File: src/hw/soc_map_pkg.sv
// Peripheral subsystem address map
// slot select, register word indices and host bus widths
// shared by the bus decoder and every peripheral
`default_nettype none

package soc_map_pkg;

  ////////////////////////////////////////////////////////////
  // host bus geometry
  localparam int BUS_ADDR_W = 12;
  localparam int BUS_DATA_W = 32;
  // word index comes from byte address bits 7..2
  localparam int REG_IDX_W = 6;
  // slot field is the top nibble, address bits 11..8
  localparam int SLOT_W = 4;

  // peripheral slots
  localparam logic [SLOT_W-1:0] SLOT_GPIO  = 4'd0;
  localparam logic [SLOT_W-1:0] SLOT_TIMER = 4'd1;
  localparam logic [SLOT_W-1:0] SLOT_IRQ   = 4'd2;

  // read data for empty slots
  localparam logic [BUS_DATA_W-1:0] UNMAPPED_DATA = 32'hDEAD_BEEF;

  ////////////////////////////////////////////////////////////
  // gpio word indices
  localparam logic [REG_IDX_W-1:0] GPIO_REG_IN  = 6'd0;
  localparam logic [REG_IDX_W-1:0] GPIO_REG_OUT = 6'd1;
  localparam logic [REG_IDX_W-1:0] GPIO_REG_DIR = 6'd2;
  localparam logic [REG_IDX_W-1:0] GPIO_REG_IE  = 6'd3;
  localparam logic [REG_IDX_W-1:0] GPIO_REG_IP  = 6'd4;

  // timer word indices, low half first
  localparam logic [REG_IDX_W-1:0] TMR_REG_TIME_LO = 6'd0;
  localparam logic [REG_IDX_W-1:0] TMR_REG_TIME_HI = 6'd1;
  localparam logic [REG_IDX_W-1:0] TMR_REG_CMP_LO  = 6'd2;
  localparam logic [REG_IDX_W-1:0] TMR_REG_CMP_HI  = 6'd3;

  // interrupt controller word indices
  localparam logic [REG_IDX_W-1:0] IRQ_REG_PEND  = 6'd0;
  localparam logic [REG_IDX_W-1:0] IRQ_REG_EN    = 6'd1;
  localparam logic [REG_IDX_W-1:0] IRQ_REG_CLAIM = 6'd2;

endpackage

`default_nettype wire

File: src/hw/soc_irq_pkg.sv
// Interrupt source numbering for the peripheral subsystem
// also carries the gpio pin count, since it sets the gpio
// interrupt width
`default_nettype none

package soc_irq_pkg;

  // gpio pins
  localparam int GPIO_WIDTH = 12;

  // outside interrupt lines
  localparam int EXT_IRQ_W = 4;

  ////////////////////////////////////////////////////////////
  // source slots of the interrupt controller
  // slot 0 means no interrupt and never pends
  localparam int IRQ_SOURCES = 6;
  localparam int IRQ_ID_W = 3;

  // gpio summary interrupt
  localparam int IRQ_SRC_GPIO = 1;
  // outside line k lands on id IRQ_SRC_EXT0 + k
  localparam int IRQ_SRC_EXT0 = 2;

endpackage

`default_nettype wire

File: src/hw/periph_bus_if.sv
// Peripheral register bus
// one instance per peripheral between the decoder and the device;
// the decoder drives strobes and index, the device returns rdata
`timescale 1ns/1ps
`default_nettype none

interface periph_bus_if;
  import soc_map_pkg::*;

  // slot select from address decode
  logic                  sel;
  // write and read strobes, never both high
  logic                  we;
  logic                  re;
  // register word index
  logic [REG_IDX_W-1:0]  idx;
  logic [BUS_DATA_W-1:0] wdata;
  // combinational read data for the current idx
  logic [BUS_DATA_W-1:0] rdata;

  // decoder side
  modport host (output sel, we, re, idx, wdata, input rdata);

  // peripheral side
  modport dev (input sel, we, re, idx, wdata, output rdata);

endinterface

`default_nettype wire

File: src/hw/bus_decoder.sv
// Host bus decoder
// splits the plain host strobes into one register bus per
// peripheral and registers the read return, one cycle of latency
// with a valid strobe and no back-pressure
`timescale 1ns/1ps
`default_nettype none

module bus_decoder (
  input  wire logic                              i_clk,
  input  wire logic                              i_rst,
  input  wire logic                              i_bus_we,
  input  wire logic                              i_bus_re,
  input  wire logic [soc_map_pkg::BUS_ADDR_W-1:0] i_bus_addr,
  input  wire logic [soc_map_pkg::BUS_DATA_W-1:0] i_bus_wdata,
  output logic      [soc_map_pkg::BUS_DATA_W-1:0] o_bus_rdata,
  output logic                                   o_bus_rvalid,
  periph_bus_if.host                             gpio_bus,
  periph_bus_if.host                             tmr_bus,
  periph_bus_if.host                             irq_bus
);
  import soc_map_pkg::*;

  logic [SLOT_W-1:0]     slot;
  logic [REG_IDX_W-1:0]  idx;
  logic [BUS_DATA_W-1:0] rd_mux;

  ////////////////////////////////////////////////////////////
  // address split, slot on top and word index below
  assign slot = i_bus_addr[BUS_ADDR_W-1 -: SLOT_W];
  // byte offset bits 1..0 are ignored
  assign idx  = i_bus_addr[REG_IDX_W+1:2];

  // one-hot select per slot
  assign gpio_bus.sel = (slot == SLOT_GPIO);
  assign tmr_bus.sel  = (slot == SLOT_TIMER);
  assign irq_bus.sel  = (slot == SLOT_IRQ);

  // strobes and data go to everyone, sel qualifies them
  assign gpio_bus.we    = i_bus_we;
  assign gpio_bus.re    = i_bus_re;
  assign gpio_bus.idx   = idx;
  assign gpio_bus.wdata = i_bus_wdata;

  assign tmr_bus.we    = i_bus_we;
  assign tmr_bus.re    = i_bus_re;
  assign tmr_bus.idx   = idx;
  assign tmr_bus.wdata = i_bus_wdata;

  assign irq_bus.we    = i_bus_we;
  assign irq_bus.re    = i_bus_re;
  assign irq_bus.idx   = idx;
  assign irq_bus.wdata = i_bus_wdata;

  ////////////////////////////////////////////////////////////
  // read return
  always_comb
  begin
    if (gpio_bus.sel)
      rd_mux = gpio_bus.rdata;
    else if (tmr_bus.sel)
      rd_mux = tmr_bus.rdata;
    else if (irq_bus.sel)
      rd_mux = irq_bus.rdata;
    else
      rd_mux = UNMAPPED_DATA;
  end

  // valid follows the read request by exactly one cycle
  always_ff @(posedge i_clk)
  begin
    if (i_rst)
      o_bus_rvalid <= 1'b0;
    else
      o_bus_rvalid <= i_bus_re;
  end

  // data is only loaded on a read, holds otherwise
  always_ff @(posedge i_clk)
  begin
    if (i_bus_re)
      o_bus_rdata <= rd_mux;
  end

endmodule

`default_nettype wire

File: src/hw/gpio_ctrl.sv
// GPIO controller
// output and direction registers, two-flop input synchronizer
// and per-pin rising-edge interrupts with write-one-to-clear
// pending bits
`timescale 1ns/1ps
`default_nettype none

module gpio_ctrl (
  input  wire logic                              i_clk,
  input  wire logic                              i_rst,
  periph_bus_if.dev                              bus,
  input  wire logic [soc_irq_pkg::GPIO_WIDTH-1:0] i_gpio,
  output logic      [soc_irq_pkg::GPIO_WIDTH-1:0] o_gpio,
  output logic      [soc_irq_pkg::GPIO_WIDTH-1:0] o_gpio_dir,
  output logic                                   o_irq
);
  import soc_map_pkg::*;
  import soc_irq_pkg::*;

  logic [GPIO_WIDTH-1:0] sync1;
  logic [GPIO_WIDTH-1:0] sync2;
  logic [GPIO_WIDTH-1:0] in_prev;
  logic [GPIO_WIDTH-1:0] ie;
  logic [GPIO_WIDTH-1:0] ip;
  logic [GPIO_WIDTH-1:0] rise;
  logic [GPIO_WIDTH-1:0] ip_clr;
  logic                  wr;

  assign wr = bus.sel && bus.we;

  ////////////////////////////////////////////////////////////
  // input path
  // sync2 is the pin value seen by software
  // in_prev is one edge behind, for edge detect
  always_ff @(posedge i_clk)
  begin
    if (i_rst)
    begin
      sync1   <= '0;
      sync2   <= '0;
      in_prev <= '0;
    end
    else
    begin
      sync1   <= i_gpio;
      sync2   <= sync1;
      in_prev <= sync2;
    end
  end

  assign rise = sync2 & ~in_prev;

  // write-one-to-clear mask
  assign ip_clr = (wr && bus.idx == GPIO_REG_IP) ? bus.wdata[GPIO_WIDTH-1:0] : '0;

  ////////////////////////////////////////////////////////////
  // control registers
  always_ff @(posedge i_clk)
  begin
    if (i_rst)
    begin
      o_gpio     <= '0;
      o_gpio_dir <= '0;
      ie         <= '0;
      ip         <= '0;
    end
    else
    begin
      if (wr && bus.idx == GPIO_REG_OUT)
        o_gpio <= bus.wdata[GPIO_WIDTH-1:0];
      if (wr && bus.idx == GPIO_REG_DIR)
        o_gpio_dir <= bus.wdata[GPIO_WIDTH-1:0];
      if (wr && bus.idx == GPIO_REG_IE)
        ie <= bus.wdata[GPIO_WIDTH-1:0];
      // a new edge wins over a clear in the same cycle
      ip <= (ip & ~ip_clr) | rise;
    end
  end

  // summary interrupt, masked pending pins
  assign o_irq = |(ip & ie);

  // register readback, zero extended
  always_comb
  begin
    bus.rdata = '0;
    case (bus.idx)
      GPIO_REG_IN:  bus.rdata[GPIO_WIDTH-1:0] = sync2;
      GPIO_REG_OUT: bus.rdata[GPIO_WIDTH-1:0] = o_gpio;
      GPIO_REG_DIR: bus.rdata[GPIO_WIDTH-1:0] = o_gpio_dir;
      GPIO_REG_IE:  bus.rdata[GPIO_WIDTH-1:0] = ie;
      GPIO_REG_IP:  bus.rdata[GPIO_WIDTH-1:0] = ip;
      default:      bus.rdata = '0;
    endcase
  end

endmodule

`default_nettype wire

File: src/hw/mtimer.sv
// Machine timer
// free-running 64-bit mtime and a 64-bit mtimecmp, each written
// one 32-bit half at a time; o_mtip is high while mtime has
// reached mtimecmp
`timescale 1ns/1ps
`default_nettype none

module mtimer (
  input  wire logic i_clk,
  input  wire logic i_rst,
  periph_bus_if.dev bus,
  output logic      o_mtip
);
  import soc_map_pkg::*;

  logic [2*BUS_DATA_W-1:0] mtime;
  logic [2*BUS_DATA_W-1:0] mtimecmp;
  logic                    wr;

  assign wr = bus.sel && bus.we;

  ////////////////////////////////////////////////////////////
  // time counter
  // a half write replaces the increment for that cycle
  always_ff @(posedge i_clk)
  begin
    if (i_rst)
      mtime <= '0;
    else if (wr && bus.idx == TMR_REG_TIME_LO)
      mtime[BUS_DATA_W-1:0] <= bus.wdata;
    else if (wr && bus.idx == TMR_REG_TIME_HI)
      mtime[2*BUS_DATA_W-1:BUS_DATA_W] <= bus.wdata;
    else
      mtime <= mtime + 1'b1;
  end

  // compare register, all ones keeps mtip low after reset
  always_ff @(posedge i_clk)
  begin
    if (i_rst)
      mtimecmp <= '1;
    else if (wr && bus.idx == TMR_REG_CMP_LO)
      mtimecmp[BUS_DATA_W-1:0] <= bus.wdata;
    else if (wr && bus.idx == TMR_REG_CMP_HI)
      mtimecmp[2*BUS_DATA_W-1:BUS_DATA_W] <= bus.wdata;
  end

  // level interrupt, stays up until cmp moves past time
  assign o_mtip = (mtime >= mtimecmp);

  // readback
  always_comb
  begin
    case (bus.idx)
      TMR_REG_TIME_LO: bus.rdata = mtime[BUS_DATA_W-1:0];
      TMR_REG_TIME_HI: bus.rdata = mtime[2*BUS_DATA_W-1:BUS_DATA_W];
      TMR_REG_CMP_LO:  bus.rdata = mtimecmp[BUS_DATA_W-1:0];
      TMR_REG_CMP_HI:  bus.rdata = mtimecmp[2*BUS_DATA_W-1:BUS_DATA_W];
      default:         bus.rdata = '0;
    endcase
  end

endmodule

`default_nettype wire

File: src/hw/irq_ctrl.sv
// External interrupt controller
// latches source levels into pending bits, masks them with an
// enable register and hands out the lowest enabled pending id
// on a claim read; the claim clears that pending bit
`timescale 1ns/1ps
`default_nettype none

module irq_ctrl (
  input  wire logic                               i_clk,
  input  wire logic                               i_rst,
  periph_bus_if.dev                               bus,
  input  wire logic [soc_irq_pkg::IRQ_SOURCES-1:0] i_src,
  output logic                                    o_irq
);
  import soc_map_pkg::*;
  import soc_irq_pkg::*;

  logic [IRQ_SOURCES-1:0] pend;
  logic [IRQ_SOURCES-1:0] en;
  logic [IRQ_SOURCES-1:0] active;
  logic [IRQ_SOURCES-1:0] clr_mask;
  logic [IRQ_ID_W-1:0]    claim_id;
  logic                   claim_rd;

  assign active = pend & en;

  ////////////////////////////////////////////////////////////
  // claim arbitration
  // scan from the top so the lowest id is the last to win
  always_comb
  begin
    claim_id = '0;
    for (int i = IRQ_SOURCES - 1; i > 0; i--)
    begin
      if (active[i])
        claim_id = IRQ_ID_W'(i);
    end
  end

  // claim happens on the read strobe itself
  assign claim_rd = bus.sel && bus.re && (bus.idx == IRQ_REG_CLAIM);

  // id 0 is no claim, nothing to clear
  always_comb
  begin
    clr_mask = '0;
    if (claim_rd && claim_id != '0)
      clr_mask[claim_id] = 1'b1;
  end

  ////////////////////////////////////////////////////////////
  // pending and enable
  always_ff @(posedge i_clk)
  begin
    if (i_rst)
    begin
      pend <= '0;
      en   <= '0;
    end
    else
    begin
      // clear wins this edge, a held source pends again next edge
      pend    <= (pend | i_src) & ~clr_mask;
      // slot 0 never pends
      pend[0] <= 1'b0;
      if (bus.sel && bus.we && bus.idx == IRQ_REG_EN)
        en <= bus.wdata[IRQ_SOURCES-1:0];
    end
  end

  assign o_irq = |active;

  // readback, claim read returns the id about to be cleared
  always_comb
  begin
    bus.rdata = '0;
    case (bus.idx)
      IRQ_REG_PEND:  bus.rdata[IRQ_SOURCES-1:0] = pend;
      IRQ_REG_EN:    bus.rdata[IRQ_SOURCES-1:0] = en;
      IRQ_REG_CLAIM: bus.rdata[IRQ_ID_W-1:0] = claim_id;
      default:       bus.rdata = '0;
    endcase
  end

endmodule

`default_nettype wire

File: src/hw/periph_soc.sv
// Peripheral subsystem top level
// host register bus decoder feeding gpio, machine timer and
// external interrupt controller; gpio and outside lines are
// routed into the interrupt controller, the timer goes straight out
`timescale 1ns/1ps
`default_nettype none

module periph_soc (
  input  wire logic                              i_clk,
  input  wire logic                              i_rst,
  // host register bus
  input  wire logic                              i_bus_we,
  input  wire logic                              i_bus_re,
  input  wire logic [soc_map_pkg::BUS_ADDR_W-1:0] i_bus_addr,
  input  wire logic [soc_map_pkg::BUS_DATA_W-1:0] i_bus_wdata,
  output logic      [soc_map_pkg::BUS_DATA_W-1:0] o_bus_rdata,
  output logic                                   o_bus_rvalid,
  // pins and interrupts
  input  wire logic [soc_irq_pkg::GPIO_WIDTH-1:0] i_gpio,
  input  wire logic [soc_irq_pkg::EXT_IRQ_W-1:0]  i_ext_irq,
  output logic      [soc_irq_pkg::GPIO_WIDTH-1:0] o_gpio,
  output logic      [soc_irq_pkg::GPIO_WIDTH-1:0] o_gpio_dir,
  output logic                                   o_irq,
  output logic                                   o_mtip
);
  import soc_irq_pkg::*;

  logic                   w_irq_gpio;
  logic [IRQ_SOURCES-1:0] wb_irq_src;

  periph_bus_if gpio_bus ();
  periph_bus_if tmr_bus ();
  periph_bus_if irq_bus ();

  ////////////////////////////////////////////////////////////
  // input side, address decode and read return
  bus_decoder decoder0 (
    .i_clk,
    .i_rst,
    .i_bus_we,
    .i_bus_re,
    .i_bus_addr,
    .i_bus_wdata,
    .o_bus_rdata,
    .o_bus_rvalid,
    .gpio_bus (gpio_bus.host),
    .tmr_bus  (tmr_bus.host),
    .irq_bus  (irq_bus.host)
  );

  ////////////////////////////////////////////////////////////
  // peripherals
  gpio_ctrl gpio0 (
    .i_clk,
    .i_rst,
    .bus        (gpio_bus.dev),
    .i_gpio,
    .o_gpio,
    .o_gpio_dir,
    .o_irq      (w_irq_gpio)
  );

  // core-local style timer, mtip goes to the core, not the controller
  mtimer mtimer0 (
    .i_clk,
    .i_rst,
    .bus    (tmr_bus.dev),
    .o_mtip
  );

  irq_ctrl irq0 (
    .i_clk,
    .i_rst,
    .bus   (irq_bus.dev),
    .i_src (wb_irq_src),
    .o_irq
  );

  // source vector, slot 0 tied low
  always_comb
  begin
    wb_irq_src = '0;
    wb_irq_src[IRQ_SRC_GPIO] = w_irq_gpio;
    wb_irq_src[IRQ_SRC_EXT0 +: EXT_IRQ_W] = i_ext_irq;
  end

endmodule

`default_nettype wire

File: config.mk
export PLATFORM = sky130hd
export DESIGN_NAME = periph_soc
export DESIGN_NICKNAME = d
export VERILOG_FILES = /design/src/hw/soc_map_pkg.sv /design/src/hw/soc_irq_pkg.sv /design/src/hw/periph_bus_if.sv /design/src/hw/bus_decoder.sv /design/src/hw/gpio_ctrl.sv /design/src/hw/mtimer.sv /design/src/hw/irq_ctrl.sv /design/src/hw/periph_soc.sv
export SDC_FILE = /design/constraint.sdc
export NUM_CORES = 1
export LEC_CHECK = 0
export BUFFER_PORTS_ARGS = -buffer_cell sky130_fd_sc_hd__buf_2
export CORE_AREA = 2 2 219 221
export DETAILED_ROUTE_END_ITERATION = 8
export DIE_AREA = 0 0 221 223
export PLACE_DENSITY_LB_ADDON = 0.05
export SLEW_MARGIN = 15
export SYNTH_ARGS = -nofsm -noshare
export SYNTH_HDL_FRONTEND = slang
export SYNTH_SLANG_ARGS = --single-unit
File: constraint.sdc
create_clock -name i_clk -period 3 [get_ports i_clk]
set_clock_uncertainty 0.2 [all_clocks]
set_input_delay 0.6 -clock i_clk [delete_from_list [all_inputs] [get_ports i_clk]]
set_output_delay 0.6 -clock i_clk [all_outputs]
set_load 0.01 [all_outputs]
### Word level (Yosys, flattened, before mapping)

Index checks and enable logic that the tools add are counted.

| operators by class | value |
|---|---|
| $add $sub $neg | 1 |
| bitwise logic cells | 11 |
| order comparisons | 3 |
| multiplexer cells | 19 |
| eq/ne operators | 7 |
| reduce and logical (&&, ||, !) cells | 22 |

Operators with widths:

| kind | number |
|---|---|
| $mux W32 | 5 |
| $pmux W32 S4 | 1 |
| $add A64 B1 Y64 const B | 1 |
| $ge A64 B64 Y1 | 1 |
| $pmux W12 S5 | 1 |
| $and A12 B12 Y12 | 3 |
| $mux W12 | 2 |
| $not A12 Y12 | 2 |
| $logic_and A1 B1 Y1 | 16 |
| $mux W3 | 5 |
| $and A6 B6 Y6 | 2 |
| $eq A6 B2 Y1 const B | 2 |
| $or A12 B12 Y12 | 1 |
| $reduce_or A12 Y1 | 1 |
| $pmux W3 S3 | 1 |
| $eq A6 B1 Y1 const B | 1 |
| $eq A6 B3 Y1 const B | 1 |
| $logic_not A6 Y1 | 1 |
| $mux W6 | 1 |
| $not A6 Y6 | 1 |
| $or A6 B6 Y6 | 1 |
| $pmux W3 S2 | 1 |
| $reduce_or A6 Y1 | 1 |
| $eq A4 B1 Y1 const B | 1 |
| 10 further kinds | 10 |

| storage, ports and cells | value |
|---|---|
| output and inout port bits | 59 |
| bits of input ports | 64 |
| logic and storage cells | 80 |
| bits in registers | 257 |

### Longest topological paths before layout

Gate-level depths: netlist of run 1.

| logic depth | value |
|---|---|
| depth in word-level cells | 13 |
| mapped depth | 10 |
| mapped depth without buffers | 8 |

### By module

From an unflattened synthesis of run 1, not the netlist that was laid out.

| second synthesis, totals | value |
|---|---|
| cells, all modules | 1869 |
| area total of the unflattened synthesis | 16026.6 µm² |

Modules (own cells, without submodules):

| module | instances | area each (µm²) | sequential area each (µm²) | cells an instance |
|---|---|---|---|---|
| mtimer | 1 | 8832.2 | 2562.5 | 1081 |
| gpio_ctrl | 1 | 3768.6 | 1681.6 | 410 |
| bus_decoder | 1 | 2593.7 | 980.9 | 278 |
| irq_ctrl | 1 | 828.3 | 220.2 | 99 |
| periph_soc | 1 | 3.8 | 0.0 | 1 |

### Worst setup path before layout of run 1

No wires, ideal clock.

| timing path | value |
|---|---|
| path type | reg-to-output |
| start | register mtimer0.mtimecmp[62] |
| end | output o_mtip |
| required time | 2.200 ns |
| path buffers | 0 |
| data arrival time | 2.076 ns |
| setup slack | 0.124 ns |
| cell stages (with the launch flop) | 8 |
| cell sequence | dfxtp_1 -> inv_1 -> ha_1 -> nand4_1 -> nor4_1 -> nand3_1 -> or4_1 -> o21ai_0 |

| on the way | value |
|---|---|
| longest elaborated chain between the ends | 1 |

Ends and longest elaborated chain:

| item | RTL line | RTL |
|---|---|---|
| start, declared | mtimer.sv:17 | `logic [2*BUS_DATA_W-1:0] mtimecmp;` |
| start signal, assigned by index | mtimer.sv:43 | `mtimecmp[BUS_DATA_W-1:0] <= bus.wdata;` |
| start signal, assigned by index | mtimer.sv:45 | `mtimecmp[2*BUS_DATA_W-1:BUS_DATA_W] <= bus.wdata;` |
| $ge A64 B64 Y1 | mtimer.sv:49 | `assign o_mtip = (mtime >= mtimecmp);` |
| end, declared | periph_soc.sv:24 | `output logic o_mtip` |

No other way between the ends.

### Worst setup path after layout of run 1

| timing path | value |
|---|---|
| start | register mtimer0.mtimecmp[1] |
| end | output o_mtip |

The elaborated chain is that of the path after synthesis.

==> run_results.csv, run 1 <==
group,metric,value,unit
run_status,status,"finished with violations",
run_status,violations,"setup timing",
global_route,grt_max_degree,100,
worst_setup_path,crit_chain,"inv_2 > ha_1 > a2111o_1 > o211ai_1 > o211ai_1 > a211oi_2 > o21ai_4 > buf_6",
power_and_ir_drop,peakVddDrop,0.459,mV
route,dr.first_iter.drc_count,1063,
synth,yosys.area.top_type,"dfxtp_1",
route,finalWirelength,57800,µm
place,dp_cells,2520,
sta,rsz0062_at_grt,"yes",
power_and_ir_drop,p_comb_share,6.9,%
global_route,grt_remaining_overflow,0,
clocking,cts-buffers-inserted,35,
sta,fmax,280,MHz
sta,finalSetupViolCount,1,
worst_setup_path,cp-end-kind,"output port",
worst_setup_path,worst_path_max_delay_cell,"a211oi_2",
sta,setup_ws,-0.577,ns
power_and_ir_drop,p_sw,2.08,mW
run,cap_violations,0,
layout,instances_no_fill,2587,
route,wire_per_inst,22.3,µm
synth,ys.flop_type,"dfxtp_1",
hold_path,min_from,"i_gpio[8]",
route,drc_errors,0,
sta,slew_headroom,28.8,%
synth,ys_seq_area_share,39.0,%
synth,syn-cell-area,0.0139,mm²
hold_path,min_delay_worst_endpoint,"gpio0.sync1[8]$_SDFF_PP0_",
power_and_ir_drop,pwr_density_cell,448,mW/mm²
worst_setup_path,worst-path-stages,8,
clocking,cts_num_sinks,256,
global_route,grt.total_usage,23.0,%
sta,tightest_slew,1.07,ns
synth,syn_avg_cell_area,8.28,µm²
synth,synth_top_area_share,32.2,%
layout,syn_to_final_growth,30.1,%
floorplanning,rows,80,
floorplanning,io_pins,123,
hold_path,hold_path.class,"in2reg",
worst_setup_path,ff2ff_setup_slack,0.08,ns
global_route,grt_pass1_vias,13100,
clocking,htree_levels,2,
route,drt_pass1_iterations,5,
power_and_ir_drop,p_int,6.05,mW
worst_setup_path,crit_required,2.20,ns
floorplanning,core-area,0.0471,mm²
floorplanning,die_y,223,µm
route,via_per_inst,5.37,
power_and_ir_drop,power_frac_clock,49.1,%
floorplanning,dieArea,0.0493,mm²
worst_setup_path,crit_fanout,2,
synth,synth_edf_count,32,
power_and_ir_drop,p_seq_share,44.0,%
sta,drv_slew,0,
layout,finalInstanceArea,0.0181,mm²
power_and_ir_drop,power.leakage,7.60,nW
clocking,clock_latency,0.56,ns
worst_setup_path,worst_path_dominant_cell_family,"compound AO/OA/AOI/OAI gates",
clocking,cts_tree,"yes",
synth,synth_cells,1685,
sta,setup_tns,-0.577,ns
hold_path,holdPathStages,2,
synth,synthArstFlopShare,0,%
synth,yosysUniqueCellTypes,67,
layout,post_route_cells_drive_above_1_share,25.8,%
sta,hold_viol_final,0,
clocking,ctsLongestPathBuffers,3,
synth,syn-num-nets,1814,
layout,fin_util,38.5,%
power_and_ir_drop,p_sw_share,25.6,%
worst_setup_path,worstRegToRegCells,8,
layout,final_nets,2075,
synth,synth_warnings,0,
place,gp_congestion,0.864,
layout,fillCellCount,4842,
place,hpwl,41700,µm
worst_setup_path,cp_common_cell,"o211ai_1",
worst_setup_path,max_stage_delay,0.55,ns
floorplanning,die_w,221,µm
clocking,clockRootBuffer,"clkbuf_16",
worst_setup_path,start_kind,"flop",
route,vias,13900,
route,ant_nets,0,
worst_setup_path,r2r_end,"mtimer0.mtime[47]$_SDFFE_PP0N_",
global_route,grt_pass1_wl,86100,µm
worst_setup_path,regToRegStartpoint,"mtimer0.mtime[13]$_SDFFE_PP0P_",
clocking,clkTransAtPathRegs,0.06,ns
place,place_area,0.0167,mm²
floorplanning,start_util,29.6,%
synth,ys_ff_latch,256,
global_route,antenna_found_initial,1,
place,portBuffers,120,
sta,period_minus_slack,3.58,ns
worst_setup_path,cp.arrival,2.78,ns
worst_setup_path,critPathBufInv,2,
sta,fin_crit_sh,119,%
synth,synth_area_leaders,"dfxtp_1 (32%), edfxtp_1 (6.9%), ha_1 (5.8%)",
worst_setup_path,setup.worst_path.class,"reg2out",
[worst max path at each step]
stage / from / end
floorplan: mtimer0.mtimecmp[62]$_SDFFE_PP1P_ / o_mtip
global route: mtimer0.mtimecmp[13]$_SDFFE_PP1P_ / o_mtip
detailed placement: mtimer0.mtimecmp[63]$_SDFFE_PP1P_ / o_mtip
global placement: mtimer0.mtimecmp[63]$_SDFFE_PP1P_ / o_mtip
finish: mtimer0.mtimecmp[1]$_SDFFE_PP1P_ / o_mtip
CTS: mtimer0.mtimecmp[50]$_SDFFE_PP1P_ / o_mtip
[registers in the layout (all words and copies together), names as in the netlist]
| register | cells |
|---|---|
| irq0.pend | 5 |
| gpio0.in_prev | 12 |
| gpio0.sync1 | 12 |
| gpio0.o_gpio_dir | 12 |
| irq0.en | 6 |
| gpio0.ie | 12 |
| mtimer0.mtime | 64 |
| gpio0.ip | 12 |
| gpio0.sync2 | 12 |
| mtimer0.mtimecmp | 64 |
| gpio0.o_gpio | 12 |
| decoder0.o_bus_rvalid | 1 |
| decoder0.o_bus_rdata | 32 |
[routing by layer]
layer	vias up	track usage, %	part of all wire (%)
li1	6690	-	-
met3	63	4.02	5.6
met1	6736	33.5	49
met4	0	6.08	2.2
met2	400	34.8	44
met5	-	0	0
[power by group through the flow]
stage	registers [mW]	logic [mW]	clock network, mW
after floorplan	3.66	0.242	0
after global placement	3.65	0.553	0
after detailed placement	3.65	0.553	0
after CTS	3.58	0.556	4.10
after global routing	3.58	0.601	4.24
final	3.58	0.557	3.99
[placed cells by master, fill, tap and decap left out, types with 47 or more instances in the layout]
cell type	synthesis	routed
ha_1	65	52
nor2b_1	54	53
nand2_1	209	209
inv_1	73	59
a21oi_1	125	123
o211ai_1	86	86
dfxtp_1	224	208
buf_2	3	118
a22oi_1	59	59
o21ai_0	70	68
nor2_1	152	150
mux2i_1	47	47
nand3_1	61	58
buf_4	0	216
[metrics by stage]
step / hold WS (ns) / total power [mW] / setup slack (ns)
2_1_floorplan: 0.214 / 3.91 / 0.124
3_5_place_dp: 0.226 / 4.21 / -0.422
4_1_cts: 0.0242 / 8.24 / -0.615
5_1_grt: 0.0439 / 8.42 / -0.649
6_report: 0.0524 / 8.13 / -0.577
3_3_place_gp: 0.222 / 4.21 / -0.436
[cells in the mapped netlist (all sizes together) (3+ instances only)]
| master | n |
|---|---|
| a21oi | 125 |
| and4 | 8 |
| nor3b | 3 |
| edfxtp | 32 |
| dfxtp | 224 |
| o211ai | 86 |
| nor2 | 152 |
| nor2b | 54 |
| mux4 | 10 |
| or3 | 19 |
| o22ai | 14 |
| a311oi | 3 |
| buf | 11 |
| or4 | 15 |
| o31ai | 5 |
| a31oi | 12 |
| inv | 73 |
| a22o | 5 |
| a221oi | 19 |
| a22oi | 59 |
| a21o | 4 |
| nand2 | 209 |
| o21ai | 70 |
| and3 | 12 |
| and2 | 17 |
| nand4 | 35 |
| nand3 | 62 |
| a211oi | 18 |
| ha | 65 |
| a2bb2oi | 3 |
| mux2 | 20 |
| nand2b | 3 |
| clkbuf | 113 |
| a32oi | 3 |
| o21a | 5 |
| nor4 | 17 |
| nor3 | 28 |
| mux2i | 47 |
[cells by family after synthesis]
logic type,synth area share (%)
mux,6.60
simple gates,22.0
flops,39.0
compound gates,20.9
fa+ha+maj,5.83
buf+inv,5.58
[worst register-to-register path, cell delays in order (launching register included)]
cell and delay [ns]:
dfxtp_1 0.37, buf_4 0.16, nand4_1 0.20, or4_2 0.75
or3_1 0.42, nor4_2 0.25, buf_4 0.15, mux2i_1 0.19
o21ai_0 0.09
[layout make-up]
| type | instances | area, µm² | share of cell area [%] |
|---|---|---|---|
| multi-input cells | 1230 | 8040 | 44.3 |
| flip-flops and latches | 256 | 5470 | 30.1 |
| repair buffers | 350 | 2510 | 13.9 |
| clock buffers | 54 | 997 | 5.50 |
| well taps | 615 | 769 | 4.24 |
| inverters | 73 | 274 | 1.51 |
| clock inverters | 8 | 77.6 | 0.428 |
| diodes | 1 | 2.50 | 0.0138 |
[what timing repair did]
item                                    CTS  global route
buffers inserted                          1             4
pin swaps                                14            16
hold buffers                              0             0
resized for setup                        23            46
endpoints found under the setup margin    1            19
No activity file was read; power rests on OpenSTA's default activity.
==> run 2, diff against run 1 <==
CORE_AREA = 2 2 156 158   (was 2 2 219 221)
DIE_AREA = 0 0 158 160   (was 0 0 221 223)
clock period = 3.79 ns   (was 3 ns; I/O delays follow)
==> run 2 against run 1 <==
The run now ends clean. Worst hold slack better by 0.16 ns. Final area is 11% lower. Final cell count is 18% lower. Sequential power is 21% lower. Die area is 49% lower. Non-clock buffer count is 162 lower. Worst setup slack better by 0.59 ns. Combinational power is 30% lower. Flip-flop and latch count stayed put. Via count is 2.4% lower. Critical path type unchanged. Critical endpoint unchanged.
==> run_results.csv, run 2 (synthesis results as in run 1) <==
group,metric,value,unit
route,vias,13600,
layout,final_common_cell,"dfxtp_1",
power_and_ir_drop,pwr_density_cell,370,mW/mm²
route,dr.first_iter.drc_count,1792,
clocking,htree_levels,1,
hold_path,min_from,"i_gpio[6]",
sta,fmax,264,MHz
sta,drv_slew,0,
global_route,grt_max_degree,155,
layout,fin_util,67.9,%
global_route,grt_pass1_wl,70200,µm
worst_setup_path,ff2ff_setup_slack,0.49,ns
route,drc_errors,0,
global_route,grt_remaining_overflow,0,
worst_setup_path,cp.arrival,2.82,ns
global_route,grt.total_usage,35.5,%
worst_setup_path,worstRegToRegCells,6,
power_and_ir_drop,peakVddDrop,0.369,mV
floorplanning,die_y,160,µm
layout,finalInstanceArea,0.0162,mm²
layout,top_regs,"mtimer0.mtime (64), mtimer0.mtimecmp (64), decoder0.o_bus_rdata (32)",
place,place_area,0.0150,mm²
sta,period_minus_slack,3.78,ns
route,finalWirelength,45200,µm
worst_setup_path,regToRegStartpoint,"mtimer0.mtime[10]$_SDFFE_PP0P_",
worst_setup_path,start_kind,"flop",
worst_setup_path,r2r_end,"mtimer0.mtime[62]$_SDFFE_PP0N_",
clocking,ctsLongestPathBuffers,3,
power_and_ir_drop,power,5.98,mW
route,via_per_inst,6.38,
power_and_ir_drop,power.leakage,6.73,nW
floorplanning,die_w,158,µm
sta,tightest_slew,0.989,ns
floorplanning,core-area,0.0238,mm²
place,hpwl,31600,µm
floorplanning,dieArea,0.0253,mm²
layout,final_nets,1906,
clocking,clock_latency,0.55,ns
sta,slew_headroom,33.5,%
run,cap_violations,0,
route,ant_nets,0,
worst_setup_path,crit_fanout,2,
clocking,cts_num_sinks,256,
worst_setup_path,crit_required,2.83,ns
clocking,cts_tree,"yes",
floorplanning,rows,57,
clocking,clockRootBuffer,"clkbuf_16",
sta,finalSetupViolCount,0,
floorplanning,io_pins,123,
layout,mostFrequentLayoutCells,"dfxtp_1 (216), nand2_1 (209), nor2_1 (150)",
route,wire_per_inst,21.3,µm
place,gp_congestion,0.984,
global_route,antenna_found_initial,1,
layout,syn_to_final_growth,16.0,%
global_route,grt_pass1_vias,12200,
sta,hold_viol_final,0,
sta,fin_crit_sh,99.8,%
worst_setup_path,crit_path_start,"mtimer0.mtimecmp[49]$_SDFFE_PP1P_",
worst_setup_path,cp-end-kind,"output port",
worst_setup_path,endpoint,"o_mtip",
floorplanning,start_util,58.5,%
route,drt_pass1_iterations,5,
hold_path,hold_path.class,"in2reg",
clocking,cts-buffers-inserted,28,
place,portBuffers,120,
worst_setup_path,setup.worst_path.class,"reg2out",
run_status,status,"complete, no violations",
layout,post_route_cells_drive_above_1_share,17.1,%
clocking,clkTransAtPathRegs,0.06,ns
layout,antennaDiodeCount,0,
[run 2: cell types whose count changed in the layout (fill, tap and decap cells not counted), sizes merged]
cell	delta
inv	-1
buf	-162
clkinv	-1
diode	-1
clkbuf	-9
bufinv	+1
[run 2: worst min-delay path by stage]
| stage | endpoint | slack (ns) | cells after the start |
|---|---|---|---|
| 6_report | gpio0.sync1[6]$_SDFF_PP0_ | 0.21 | 2 |
| 5_1_grt | gpio0.sync1[5]$_SDFF_PP0_ | 0.21 | 2 |
| 2_1_floorplan | gpio0.sync2[0]$_SDFF_PP0_ | 0.21 | 1 |
| 4_1_cts | gpio0.sync1[6]$_SDFF_PP0_ | 0.20 | 2 |
| 3_3_place_gp | gpio0.sync2[3]$_SDFF_PP0_ | 0.22 | 1 |
| 3_5_place_dp | gpio0.sync2[2]$_SDFF_PP0_ | 0.22 | 1 |
[run 2: report_power, final]
group	internal [mW]	switching, mW
Combinational	0.137	0.254
Clock	1.63	1.14
Sequential	2.80	0.0290
Total	4.56	1.42
[run 2: layout make-up]
type	count	area [µm²]
multi-input combinational	1230	7880
tap	324	405
clock inverter	7	75.1
sequential	256	5460
timing repair buffer	188	1210
fill	2032	7650
inverter	73	274
clock buffer	45	865
[run 2: metal layers]
metal	global-route usage (%)	vias up	part of all wire (%)	routed length (µm)
li1	-	6329	-	-
met1	53.7	6356	43	19600
met2	50.6	780	41	18700
met3	8.09	89	13	5830
met4	9.38	0	2.4	1100
met5	0	-	0	0
[run 2: timing repair]
item                                    in CTS  in global routing
pin swaps                                    7                  7
endpoints found under the setup margin       1                  1
buffers inserted                             5                  1
resized for setup                           16                 15
hold buffers                                 0                  0
gates cloned                                 0                  0
[run 2: worst max-delay path, stage by stage (launching register included)]
cell,delay [ns]
dfxtp_1,0.34
inv_1,0.08
ha_4,0.27
nand4_1,0.17
nor4_2,0.40
buf_4,0.19
nand3_2,0.09
or4_4,0.45
o21ai_4,0.16
buf_6,0.12
[run 2: through the flow]
stage	setup WS, ns	TNS [ns]	hold slack [ns]	instances
3_3_place_gp	0.236	0	0.216	2065
6_report	0.00914	0	0.211	2123
4_1_cts	0.000425	0	0.203	2122
5_1_grt	-0.0212	-0.0212	0.213	2123
2_1_floorplan	0.756	0	0.214	1685
3_5_place_dp	0.238	0	0.223	2065
==> run 3, diff against run 2 <==
BUFFER_PORTS_ARGS = unset   (was -buffer_cell sky130_fd_sc_hd__buf_2)
DONT_BUFFER_PORTS = 1   (was unset)
==> run 3 against run 2 <==
Clock power decreased by 1%. Die area stayed put. Count of clock-buffer cells in the layout decreased by 12. Final area shrank 4.6%. Sequential power is essentially flat. Critical path depth shrank 1. Global-route usage about the same. Worst hold slack got worse by 0.14 ns. Critical path type unchanged.
==> run_results.csv, run 3 (synthesis results as in run 1) <==
group,metric,value,unit
clocking,htree_levels,1,
sta,slew_headroom,23.5,%
clocking,cts_num_sinks,256,
worst_setup_path,crit_chain,"ha_4 > nand4_1 > nor4_1 > buf_4 > nand3_2 > or4_1 > o21ai_2 > buf_4",
clocking,ctsLongestPathBuffers,3,
worst_setup_path,start_kind,"flop",
power_and_ir_drop,pwr_density_cell,374,mW/mm²
global_route,grt_pass1_vias,12000,
power_and_ir_drop,power_frac_clock,47.2,%
worst_setup_path,cp.arrival,2.80,ns
worst_setup_path,crit_required,2.83,ns
place,portBuffers,0,
floorplanning,die_y,160,µm
place,hpwl,31300,µm
power_and_ir_drop,p_sw,1.35,mW
floorplanning,rows,57,
clocking,cts_tree,"yes",
place,dp_cells,1949,
layout,mostFrequentLayoutCells,"dfxtp_1 (221), nand2_1 (209), nor2_1 (150)",
layout,post_route_cells_drive_above_1_share,10.5,%
route,via_per_inst,6.58,
power_and_ir_drop,peakVddDrop,0.400,mV
sta,finalSetupViolCount,0,
route,drc_errors,0,
sta,period_minus_slack,3.76,ns
power_and_ir_drop,p_sw_share,23.3,%
place,gp_congestion,0.963,
global_route,antenna_found_initial,0,
clocking,clkTransAtPathRegs,0.06,ns
power_and_ir_drop,p_seq_share,49.4,%
floorplanning,io_pins,123,
sta,drv_slew,0,
worst_setup_path,cp-end-kind,"output port",
floorplanning,start_util,58.5,%
worst_setup_path,worst_path_max_delay_cell,"or4_1",
power_and_ir_drop,p_comb_share,3.5,%
route,ant_nets,0,
sta,tightest_slew,1.14,ns
layout,fillCellCount,2148,
route,wire_per_inst,22.6,µm
layout,antennaDiodeCount,0,
power_and_ir_drop,power.leakage,6.21,nW
route,finalWirelength,45400,µm
sta,hold_viol_final,0,
layout,final_common_cell,"dfxtp_1",
clocking,cts-buffers-inserted,29,
layout,syn_to_final_growth,10.6,%
route,dr.first_iter.drc_count,1607,
sta,fin_crit_sh,99.2,%
clocking,clock_latency,0.57,ns
global_route,grt_max_degree,157,
run,cap_violations,0,
global_route,grt_pass1_wl,69800,µm
sta,rsz0062_at_grt,"no",
sta,setup_tns,0,ns
clocking,postCtsHoldBufs,0,
run_status,status,"complete, no violations",
layout,instances_no_fill,2008,
clocking,clockRootBuffer,"clkbuf_16",
layout,top_regs,"mtimer0.mtime (64), mtimer0.mtimecmp (64), decoder0.o_bus_rdata (32)",
worst_setup_path,crit_fanout,7,
global_route,grt_remaining_overflow,0,
route,drt_pass1_iterations,5,
power_and_ir_drop,p_int,4.43,mW
route,vias,13200,
worst_setup_path,cp_common_cell,"buf_4",
worst_setup_path,setup.worst_path.class,"reg2out",
hold_path,hold_path.class,"in2reg",
floorplanning,dieArea,0.0253,mm²
worst_setup_path,max_stage_delay,0.43,ns
floorplanning,core-area,0.0238,mm²
floorplanning,die_w,158,µm
sta,fmax,266,MHz
global_route,grt.total_usage,35.4,%
layout,final_nets,1790,
==> run 3: area by class of cell <==
class                           count  area, µm²  share of cell area (%)
Clock buffer                       33        772                    5.00
Timing Repair Buffer               71        583                    3.78
Multi-Input combinational cell   1230       7790                    50.5
Clock inverter                     21        151                   0.981
Sequential cell                   256       5450                    35.3
Inverter                           73        274                    1.78
Tap cell                          324        405                    2.63
==> run 3: power by group through the flow <==
| stage | registers (mW) | logic, mW | clock network, mW |
|---|---|---|---|
| 5_1_grt | 2.86 | 0.218 | 2.88 |
| 6_report | 2.85 | 0.200 | 2.72 |
| 4_1_cts | 2.85 | 0.196 | 2.75 |
| 2_1_floorplan | 2.90 | 0.191 | 0 |
| 3_3_place_gp | 2.91 | 0.191 | 0 |
| 3_5_place_dp | 2.91 | 0.193 | 0 |
==> run 3: critical path: cells and delay by family, from the launching register on <==
family                   cells  cell delay [ns]
AND/OR/NAND/NOR              4             1.04
flip-flops                   1             0.39
buffers and inverters        2             0.33
adder cells (fa/ha/maj)      1             0.31
AO/OA/AOI/OAI                1             0.18
==> run 3: through the flow <==
stage               hold WS, ns  cell area (µm²)  power, mW  utilization [%]  setup slack (ns)
floorplan                 0.214            13900       3.09                -             0.756
detailed placement        0.225            14400       3.10             60.6             0.355
global route             0.0499            15400       5.95             64.8           0.00288
CTS                      0.0557            15400       5.80             64.7            0.0289
global placement          0.216            14400       3.10             60.6             0.362
finish                   0.0729            15400       5.78             64.8            0.0300
==> run 3: repair_timing <==
item                                    in CTS  in global routing
pin swaps                                    9                  8
endpoints found under the setup margin       1                  1
hold endpoints to repair                     0                  0
gates resized for setup                      5                  8
buffers inserted                             4                  1
==> run 3: worst paths after layout <==
check | startpoint | endpoint | slack [ns] | cells after the start
setup / recovery | mtimer0.mtime[51]$_SDFFE_PP0N_ | o_mtip | 0.03 | 8
hold / removal | i_rst | mtimer0.mtime[55]$_SDFFE_PP0N_ | 0.07 | 1
setup reg to reg | mtimer0.mtime[10]$_SDFFE_PP0P_ | mtimer0.mtime[62]$_SDFFE_PP0N_ | 0.57 | 7
hold reg to reg | gpio0.sync1[4]$_SDFF_PP0_ | gpio0.sync2[4]$_SDFF_PP0_ | 0.23 | 1
==> run 3: routing by layer <==
metal | vias up | GRT usage, % | part of all wire, %
li1 | 6117 | - | -
met1 | 6345 | 53.1 | 43
met2 | 671 | 50.3 | 42
met3 | 86 | 9.50 | 12
met4 | 0 | 9.25 | 2.4
met5 | - | 0 | 0
